$ cat src/hdl/life_params.svh
/* Life engine sizing
   Grid geometry, pipeline latency and LFSR fill constants */
`ifndef LIFE_PARAMS_SVH
`define LIFE_PARAMS_SVH

//////////////////////////////
// Grid geometry
//////////////////////////////

// Cells per row, one row per memory word
`define LIFE_WIDTH 32
// Rows per grid, power of two so row indices wrap for free
`define LIFE_DEPTH 32
`define LIFE_ROW_BITS $clog2(`LIFE_DEPTH)

// Generation counter width
`define LIFE_GEN_BITS 48

// Sweep read data to registered result row
`define LIFE_PIPE_LAT 4

// Fill LFSR, second feedback tap and reset value
`define LIFE_LFSR_TAP 1
`define LIFE_LFSR_SEED 1

`endif

$ cat src/hdl/life_pkg.sv
/* Life engine shared types
   Row, address and counter types plus the sequencer states */
`include "life_params.svh"

package life_pkg;

	//////////////////////////////
	// Data and index types
	//////////////////////////////

	// One row of cells, bit i is column i
	typedef logic [`LIFE_WIDTH-1:0] cell_row_t;

	// Row index within one bank
	typedef logic [`LIFE_ROW_BITS-1:0] row_addr_t;

	// Generations since the last fill
	typedef logic [`LIFE_GEN_BITS-1:0] gen_count_t;

	//////////////////////////////
	// Sequencer
	//////////////////////////////

	// IDLE accepts host commands
	// FILL writes LFSR rows, SWEEP reads the grid, DRAIN empties the pipe
	typedef enum logic [1:0] {
		IDLE,
		FILL,
		SWEEP,
		DRAIN
	} seq_state_e;

endpackage

$ cat src/hdl/life_cell_pipe.sv
/* Life rule pipeline
   Three-row window, per-column sums, nine-cell sums and rule per cell */
`include "life_params.svh"

module life_cell_pipe (
	input logic clk,
	input logic reset,
	// Advance the window by one row
	input logic shift,
	input life_pkg::cell_row_t row_in,
	// Next state of the centre row, three edges after its below row
	output life_pkg::cell_row_t row_next
);

	//////////////////////////////
	// Row window
	//////////////////////////////

	life_pkg::cell_row_t row_above;
	life_pkg::cell_row_t row_centre;
	life_pkg::cell_row_t row_below;

	// Newest row enters at the bottom
	always_ff @(posedge clk) begin
		if (reset) begin
			row_above <= '0;
			row_centre <= '0;
			row_below <= '0;
		end else if (shift) begin
			row_above <= row_centre;
			row_centre <= row_below;
			row_below <= row_in;
		end
	end

	//////////////////////////////
	// Column and block sums
	//////////////////////////////

	logic [`LIFE_WIDTH-1:0][1:0] col_sum;
	logic [`LIFE_WIDTH-1:0][1:0] col_sum_q;
	logic [`LIFE_WIDTH-1:0][3:0] nine_sum;
	logic [`LIFE_WIDTH-1:0][3:0] nine_sum_q;
	life_pkg::cell_row_t centre_d1;
	life_pkg::cell_row_t centre_d2;
	life_pkg::cell_row_t rule_out;

	for (genvar i = 0; i < `LIFE_WIDTH; i++) begin : g_cell
		// Neighbour columns, wrapping round the row ends
		localparam int LEFT = (i == 0) ? `LIFE_WIDTH - 1 : i - 1;
		localparam int RIGHT = (i == `LIFE_WIDTH - 1) ? 0 : i + 1;

		// Vertical count of three cells
		assign col_sum[i] = {1'b0, row_above[i]} + {1'b0, row_centre[i]} +
			{1'b0, row_below[i]};

		// 3x3 block count, the cell itself included
		assign nine_sum[i] = {2'b00, col_sum_q[LEFT]} + {2'b00, col_sum_q[i]} +
			{2'b00, col_sum_q[RIGHT]};

		// Birth on 3, survival on 4 with the cell alive
		assign rule_out[i] = (nine_sum_q[i] == 4'd3) ||
			((nine_sum_q[i] == 4'd4) && centre_d2[i]);
	end

	// Stage 1, column sums
	// Centre row follows along for the rule
	always_ff @(posedge clk) begin
		col_sum_q <= col_sum;
		centre_d1 <= row_centre;
	end

	// Stage 2, block sums
	always_ff @(posedge clk) begin
		nine_sum_q <= nine_sum;
		centre_d2 <= centre_d1;
	end

	// Stage 3, new cell states
	always_ff @(posedge clk) begin
		row_next <= rule_out;
	end

endmodule

$ cat src/hdl/life_core.sv
/* Life engine top level
   Row store, cell pipe and sequencer on one clock */
module life_core (
	input logic clk,
	input logic reset,
	// Host commands
	input logic init_start,
	input logic step,
	input logic wr_en,
	input life_pkg::row_addr_t wr_row,
	input life_pkg::cell_row_t wr_data,
	input logic rd_req,
	input life_pkg::row_addr_t rd_row,
	// Host status and readout
	output logic busy,
	output logic rd_valid,
	output life_pkg::cell_row_t rd_data,
	output life_pkg::gen_count_t gen_count
);

	// Store control from the sequencer
	logic rd_bank;
	life_pkg::row_addr_t rd_addr;
	logic we;
	logic wr_bank;
	life_pkg::row_addr_t wr_addr;
	life_pkg::cell_row_t mem_wdata;
	logic ld;
	logic shift;

	// Data paths
	life_pkg::cell_row_t mem_rdata;
	life_pkg::cell_row_t row_next;

	life_row_store u_store (
		.clk(clk),
		.rd_bank(rd_bank),
		.rd_addr(rd_addr),
		.we(we),
		.wr_bank(wr_bank),
		.wr_addr(wr_addr),
		.wr_data(mem_wdata),
		.ld(ld),
		.rd_data(mem_rdata),
		.dout(rd_data)
	);

	life_cell_pipe u_pipe (
		.clk(clk),
		.reset(reset),
		.shift(shift),
		.row_in(mem_rdata),
		.row_next(row_next)
	);

	life_sequencer u_seq (
		.clk(clk),
		.reset(reset),
		.init_start(init_start),
		.step(step),
		.wr_en(wr_en),
		.wr_row(wr_row),
		.wr_data(wr_data),
		.rd_req(rd_req),
		.rd_row(rd_row),
		.row_next(row_next),
		.busy(busy),
		.rd_valid(rd_valid),
		.gen_count(gen_count),
		.rd_bank(rd_bank),
		.rd_addr(rd_addr),
		.we(we),
		.wr_bank(wr_bank),
		.wr_addr(wr_addr),
		.mem_wdata(mem_wdata),
		.ld(ld),
		.shift(shift)
	);

endmodule

$ cat src/hdl/life_row_store.sv
/* Two-bank row memory
   One write port, one registered read port, host readout latch */
`include "life_params.svh"

module life_row_store (
	input logic clk,
	// Read port
	input logic rd_bank,
	input life_pkg::row_addr_t rd_addr,
	// Write port
	input logic we,
	input logic wr_bank,
	input life_pkg::row_addr_t wr_addr,
	input life_pkg::cell_row_t wr_data,
	// Readout latch strobe
	input logic ld,
	output life_pkg::cell_row_t rd_data,
	output life_pkg::cell_row_t dout
);

	//////////////////////////////
	// Storage
	//////////////////////////////

	// Bank select is the top address bit
	life_pkg::cell_row_t ram [2*`LIFE_DEPTH];

	logic [`LIFE_ROW_BITS:0] rd_index;
	logic [`LIFE_ROW_BITS:0] wr_index;

	assign rd_index = {rd_bank, rd_addr};
	assign wr_index = {wr_bank, wr_addr};

	// Write lands at the edge
	// Read of the same word in that cycle still sees the old row
	always_ff @(posedge clk) begin
		if (we) begin
			ram[wr_index] <= wr_data;
		end
		rd_data <= ram[rd_index];
	end

	//////////////////////////////
	// Host readout
	//////////////////////////////

	// Holds the last host row until the next ld
	always_ff @(posedge clk) begin
		if (ld) begin
			dout <= rd_data;
		end
	end

endmodule

$ cat src/hdl/life_sequencer.sv
/* Life sequencer
   Host commands, generation sweep, LFSR fill, bank select and gen counter */
`include "life_params.svh"

module life_sequencer (
	input logic clk,
	input logic reset,
	// Host commands
	input logic init_start,
	input logic step,
	input logic wr_en,
	input life_pkg::row_addr_t wr_row,
	input life_pkg::cell_row_t wr_data,
	input logic rd_req,
	input life_pkg::row_addr_t rd_row,
	// Result row from the pipe
	input life_pkg::cell_row_t row_next,
	// Host status
	output logic busy,
	output logic rd_valid,
	output life_pkg::gen_count_t gen_count,
	// Row store control
	output logic rd_bank,
	output life_pkg::row_addr_t rd_addr,
	output logic we,
	output logic wr_bank,
	output life_pkg::row_addr_t wr_addr,
	output life_pkg::cell_row_t mem_wdata,
	output logic ld,
	// Pipe window strobe
	output logic shift
);

	localparam logic [`LIFE_ROW_BITS:0] LAST_READ = `LIFE_DEPTH + 1;
	localparam logic [`LIFE_ROW_BITS:0] LAST_FILL = `LIFE_DEPTH - 1;

	life_pkg::seq_state_e state;
	// Sweep read count or fill row
	logic [`LIFE_ROW_BITS:0] idx;
	// Current bank
	logic bank;
	life_pkg::cell_row_t lfsr;

	logic idle;
	logic init_go;
	logic step_go;
	logic wr_go;
	logic rd_go;
	logic sweep_rd;
	logic fill_we;
	logic last_read;
	logic last_fill;
	logic last_write;

	// Write strobe and centre row, aligned with the pipe result
	logic [`LIFE_PIPE_LAT:0] wv;
	life_pkg::row_addr_t wa [0:`LIFE_PIPE_LAT];

	//////////////////////////////
	// Command decode
	//////////////////////////////

	assign idle = (state == life_pkg::IDLE);
	assign busy = !idle;

	// init wins over step
	assign init_go = idle && init_start;
	assign step_go = idle && step && !init_start;
	assign wr_go = idle && wr_en;
	assign rd_go = idle && rd_req;

	// First sweep read goes out in the step cycle itself
	assign sweep_rd = step_go || (state == life_pkg::SWEEP);
	assign fill_we = (state == life_pkg::FILL);
	assign last_read = (state == life_pkg::SWEEP) && (idx == LAST_READ);
	assign last_fill = fill_we && (idx == LAST_FILL);
	// Final result row leaves the delay line, nothing behind it
	assign last_write = (state == life_pkg::DRAIN) && wv[`LIFE_PIPE_LAT] &&
		!wv[`LIFE_PIPE_LAT-1];

	//////////////////////////////
	// Row store ports
	//////////////////////////////

	assign rd_bank = bank;
	// Reads DEPTH-1, 0, 1 .. DEPTH-1, 0, wrap from the truncation
	assign rd_addr = sweep_rd ? life_pkg::row_addr_t'(idx - 1'b1) : rd_row;
	assign we = wv[`LIFE_PIPE_LAT] || fill_we || wr_go;

	always_comb begin
		if (wv[`LIFE_PIPE_LAT]) begin
			// New generation into the other bank
			wr_bank = !bank;
			wr_addr = wa[`LIFE_PIPE_LAT];
			mem_wdata = row_next;
		end else if (fill_we) begin
			wr_bank = bank;
			wr_addr = life_pkg::row_addr_t'(idx);
			mem_wdata = lfsr;
		end else begin
			wr_bank = bank;
			wr_addr = wr_row;
			mem_wdata = wr_data;
		end
	end

	//////////////////////////////
	// FSM
	//////////////////////////////

	always_ff @(posedge clk) begin
		if (reset) begin
			state <= life_pkg::IDLE;
			idx <= '0;
			bank <= 1'b0;
			gen_count <= '0;
			lfsr <= life_pkg::cell_row_t'(`LIFE_LFSR_SEED);
		end else begin
			case (state)
				life_pkg::IDLE: begin
					if (init_go) begin
						state <= life_pkg::FILL;
					end else if (step_go) begin
						state <= life_pkg::SWEEP;
						idx <= idx + 1'b1;
					end
				end
				life_pkg::FILL: begin
					// One LFSR step per row written, state kept across fills
					lfsr <= {lfsr[`LIFE_WIDTH-2:0],
						lfsr[`LIFE_WIDTH-1] ^ lfsr[`LIFE_LFSR_TAP]};
					if (last_fill) begin
						state <= life_pkg::IDLE;
						idx <= '0;
						gen_count <= '0;
					end else begin
						idx <= idx + 1'b1;
					end
				end
				life_pkg::SWEEP: begin
					if (last_read) begin
						state <= life_pkg::DRAIN;
						idx <= '0;
					end else begin
						idx <= idx + 1'b1;
					end
				end
				life_pkg::DRAIN: begin
					// Swap banks as the last row lands
					if (last_write) begin
						state <= life_pkg::IDLE;
						bank <= !bank;
						gen_count <= gen_count + 1'b1;
					end
				end
				default: begin
					state <= life_pkg::IDLE;
				end
			endcase
		end
	end

	//////////////////////////////
	// Pipe timing
	//////////////////////////////

	// Shift one cycle behind each read
	// First two reads only prime the window
	always_ff @(posedge clk) begin
		if (reset) begin
			shift <= 1'b0;
			wv <= '0;
		end else begin
			shift <= sweep_rd;
			wv <= {wv[`LIFE_PIPE_LAT-1:0], sweep_rd && (idx >= 2'd2)};
		end
	end

	// Centre row is two reads behind the current one
	always_ff @(posedge clk) begin
		wa[0] <= life_pkg::row_addr_t'(idx - 2'd2);
		for (int i = 1; i <= `LIFE_PIPE_LAT; i++) begin
			wa[i] <= wa[i-1];
		end
	end

	// Host read, latch then valid
	always_ff @(posedge clk) begin
		if (reset) begin
			ld <= 1'b0;
			rd_valid <= 1'b0;
		end else begin
			ld <= rd_go;
			rd_valid <= ld;
		end
	end

endmodule

$ cat config.mk
export PLATFORM = sky130hd
export DESIGN_NAME = life_core
export DESIGN_NICKNAME = d
export VERILOG_FILES = /design/src/hdl/life_pkg.sv /design/src/hdl/life_cell_pipe.sv /design/src/hdl/life_core.sv /design/src/hdl/life_row_store.sv /design/src/hdl/life_sequencer.sv
export VERILOG_INCLUDE_DIRS = /design/src /design/src/hdl
export SDC_FILE = /design/constraint.sdc
export NUM_CORES = 2
export LEC_CHECK = 0
export BUFFER_PORTS_ARGS = -buffer_cell sky130_fd_sc_hd__buf_2
export CAP_MARGIN = 20
export CORE_MARGIN = 2
export CORE_UTILIZATION = 45
export CTS_CLUSTER_SIZE = 40
export DETAILED_ROUTE_END_ITERATION = 8
export HOLD_SLACK_MARGIN = 0.1
export PLACE_DENSITY = 0.62
export SLEW_MARGIN = 30
export SYNTH_ARGS = -nofsm -noshare
export SYNTH_HDL_FRONTEND = slang
export SYNTH_SLANG_ARGS = --single-unit
$ cat constraint.sdc
create_clock -name clk -period 5.54 [get_ports clk]
set_input_delay 0.554 -clock clk [delete_from_list [all_inputs] [get_ports clk]]
set_output_delay 0.554 -clock clk [all_outputs]
set_load 0.1 [all_outputs]
==> flow_metrics.env <==
export IMPL_reg2reg_from="u_seq.state[1]"
export IMPL_grt_max_degree=154
export IMPL_dieHeight_um=478
export IMPL_fin_crit_sh=0.838
export IMPL_post_route_util=0.515
export IMPL_viasPerCell=5.72
export IMPL_synth_compound_area_frac=0.0400
export IMPL_start_util=0.451
export IMPL_place_congestion=0.870
export IMPL_hold_viol_final=0
export IMPL_async_flop_share=0
export IMPL_ctsHtreeMaxLevel=5
export IMPL_setup_ws_ns=0.899
export IMPL_yosys_area_top_type_share=0.618
export IMPL_total_power_mw=61.0
export IMPL_core_sq_mm=0.224
export IMPL_end_kind="flop"
export IMPL_ctsRootBufferMaster="clkbuf_16"
export IMPL_antenna_found_initial=14
export IMPL_max_slew_margin=0.315
export IMPL_cp_required_ns=6.14
export IMPL_grt_pass1_wl_mm=411
export IMPL_cts_sinks=2618
export IMPL_tightest_slew_ns=1.02
export IMPL_ys_seq_area_frac=0.724
export IMPL_clock_latency_ns=0.95
export IMPL_rsz0062_at_grt="false"
export IMPL_io_buffers=129
export IMPL_dp_slack_ns=1.07
export IMPL_fin_crit_ns=4.64
export IMPL_cp_data_arrival_time_ns=5.24
export IMPL_maxCapViolations=0
export IMPL_synth_seq_cells=2618
export IMPL_synth_edf_count=2080
export IMPL_tritoncts="built"
export IMPL_cts_setup_buffers=0
export IMPL_post_drt_wl_per_cell_um=25.1
export IMPL_synth_fp_nets=7989
export IMPL_outcome="complete, no violations"
export IMPL_synth_area_top_cells="edfxtp_1 (62%), dfxtp_1 (11%), nand2_1 (7.2%)"
export IMPL_synth_warning_count=0
export IMPL_syn_inst=7737
export IMPL_fp_row_count=174
export IMPL_dr_first_iter_drc_count=7429
export IMPL_leakagePower_nw=40.9
export IMPL_grt_overflow=0
export IMPL_fin_tns_setup_ns=0
export IMPL_cts_resized=0
export IMPL_synthDistinctLibCells=74
export IMPL_via_count=63600
export IMPL_yosys_area_top_type="edfxtp_1"
export IMPL_fin_worst_skew_ns=0.0490
export IMPL_antenna_left=0
export IMPL_pin_count=130
export IMPL_yosys_area_share_simple=0.151
export IMPL_fin_nets=8182
export IMPL_cts_max_path_buffers=4
export IMPL_cp_max_fo=31
export IMPL_path_class="flop to flop"
export IMPL_hp_start="wr_data[29]"
export IMPL_muxShareOfSynthArea=0.0236
export IMPL_clock_fmax_mhz=215
export IMPL_powerDensity_mw_per_mm2=529
export IMPL_clk_pin_slew_ns=0.06
export IMPL_grt_usage=0.241
export IMPL_synthAdderAreaFrac=0.0324
export IMPL_synth_ff_type="edfxtp_1"
export IMPL_drc_errors=0
export IMPL_hp_class="primary input to flop"
export IMPL_finalSetupViolations=0
export IMPL_hpwlAfterDp_mm=165
export IMPL_first_pass_iters=6
export IMPL_grt_pass1_vias=61400
export IMPL_cp_start_kind="flop"
export IMPL_syn_area_sq_mm=0.101
export IMPL_crit_start="u_seq.state[1]"
export IMPL_ir_drop_mv=0.542
export IMPL_wl_mm=280
export IMPL_syn2layout_area_growth_pct=14.0
export IMPL_fillerInstances=18500
export IMPL_numCtsBuffers=278
export IMPL_drive_above_1_share=0.104
export IMPL_syn_avg_cell_area_sq_um=13.1
export IMPL_slew_violations=0
export IMPL_yosys_area_share_xor_xnor=0.00762
export IMPL_die_area_sq_mm=0.228
export IMPL_synth_top_family_by_area="simple AND/OR/NAND/NOR gates"
export IMPL_die_w_um=478
## repair_timing
action                                 4_1_cts  5_1_grt
hold buffers                                 5        0
endpoints found under the hold margin       42        0
setup endpoints to repair                    0        0
## synth_stat cells (all sizes together), types with 29 or more instances
cell / number
edfxtp: 2080
nand2: 1934
nand3: 928
dfxtp: 538
nor2: 302
buf: 298
mux2i: 237
a21oi: 188
a31oi: 156
clkbuf: 153
and3: 112
ha: 108
fa: 96
xor2: 76
a32oi: 65
nand4: 54
o21ai: 49
nor2b: 45
nor3: 44
nand3b: 34
a211oi: 29
## placed cells by master, fill, tap and decap left out, types with 15 or more instances in the layout
cell,synthesis,layout
edfxtp_1,2080,2080
nand2_1,1933,1932
nand3_1,924,924
dfxtp_1,538,535
clkbuf_16,0,289
mux2i_1,236,236
nor2_1,301,234
buf_4,14,188
a21oi_1,187,187
a31oi_1,156,156
buf_2,209,128
and3_1,112,111
ha_1,108,107
fa_1,96,96
clkbuf_1,152,78
xor2_1,76,76
nor2_4,1,67
a32oi_1,65,65
nand4_1,54,54
nor2b_1,45,44
clkinv_1,0,44
nor3_1,43,43
o21ai_4,0,34
nand3b_1,34,34
buf_12,0,30
a211oi_1,29,28
clkinv_2,0,28
clkbuf_8,0,19
a311oi_1,16,16
o21ai_0,47,15
## final timing paths
path / to / slack, ns / depth (start not counted)
max reg2reg: u_store.ram[42][10] / 0.90 / 8
max: u_store.ram[42][10] / 0.90 / 8
min: u_store.ram[9][29] / 0.22 / 3
min reg2reg: u_pipe.centre_d2[15] / 0.32 / 0
## metal layers
metal | global-route usage | share of wire | vias to the layer above
li1 | - | - | 28400
met1 | 0.330 | 0.40 | 31700
met2 | 0.388 | 0.47 | 3044
met4 | 0.0676 | 0.025 | 12
met3 | 0.0519 | 0.099 | 486
met5 | 0 | 0.00029 | -
## layout make-up
| cell class | instances | area [sq um] | share of cell area |
|---|---|---|---|
| Sequential cell | 2618 | 73200 | 0.635 |
| Multi-Input combinational cell | 4655 | 26800 | 0.232 |
| Clock buffer | 386 | 7790 | 0.0675 |
| Tap cell | 2992 | 3740 | 0.0325 |
| Timing Repair Buffer | 364 | 3030 | 0.0263 |
| Clock inverter | 87 | 604 | 0.00524 |
| Inverter | 13 | 48.8 | 0.000423 |
| Antenna cell | 6 | 15.0 | 0.000130 |
## state kept, by name, summed over array words and instances, names as in the netlist, 32 cells and up
register and flops:
u_pipe.nine_sum_q 128, u_store.rd_data 32, u_pipe.centre_d1 32, u_seq.gen_count 48, u_pipe.col_sum_q 64, u_store.dout 32, u_pipe.row_centre 32, u_pipe.row_next 32
u_pipe.row_below 32, u_store.ram 2048, u_seq.lfsr 32, u_pipe.row_above 32, u_pipe.centre_d2 32
## where the power goes
group          internal, mW  switching [mW]
registers              23.2           0.827
clock network          10.1            7.31
logic                  5.38            14.1
total                  38.7            22.2
## stage by stage
stage	area, sq um	hold slack [ns]	cells
after CTS	115000	0.162	11100
after detailed placement	107000	0.312	10600
after floorplan	101000	0.310	7737
after global routing	115000	0.198	11100
after global placement	106000	0.311	10600
final	115000	0.219	11100
## critical path, stage by stage, from the launching register on
cell and delay [ns]:
dfxtp_1 0.34, inv_1 0.15, ha_4 0.49, mux2i_1 0.26, nor2_1 0.06, a21oi_1 0.73, nand3_1 0.90, nor2_4 0.94
buf_4 0.41
## kinds of logic after synthesis
logic type               Yosys count
buffers and inverters            464
AND/OR/NAND/NOR                 3510
flip-flops                      2618
AO/OA/AOI/OAI                    615
adder cells (fa/ha/maj)          204
multiplexers                     238
XOR/XNOR                          88
Note: power is estimated with default switching activity, not from simulation.
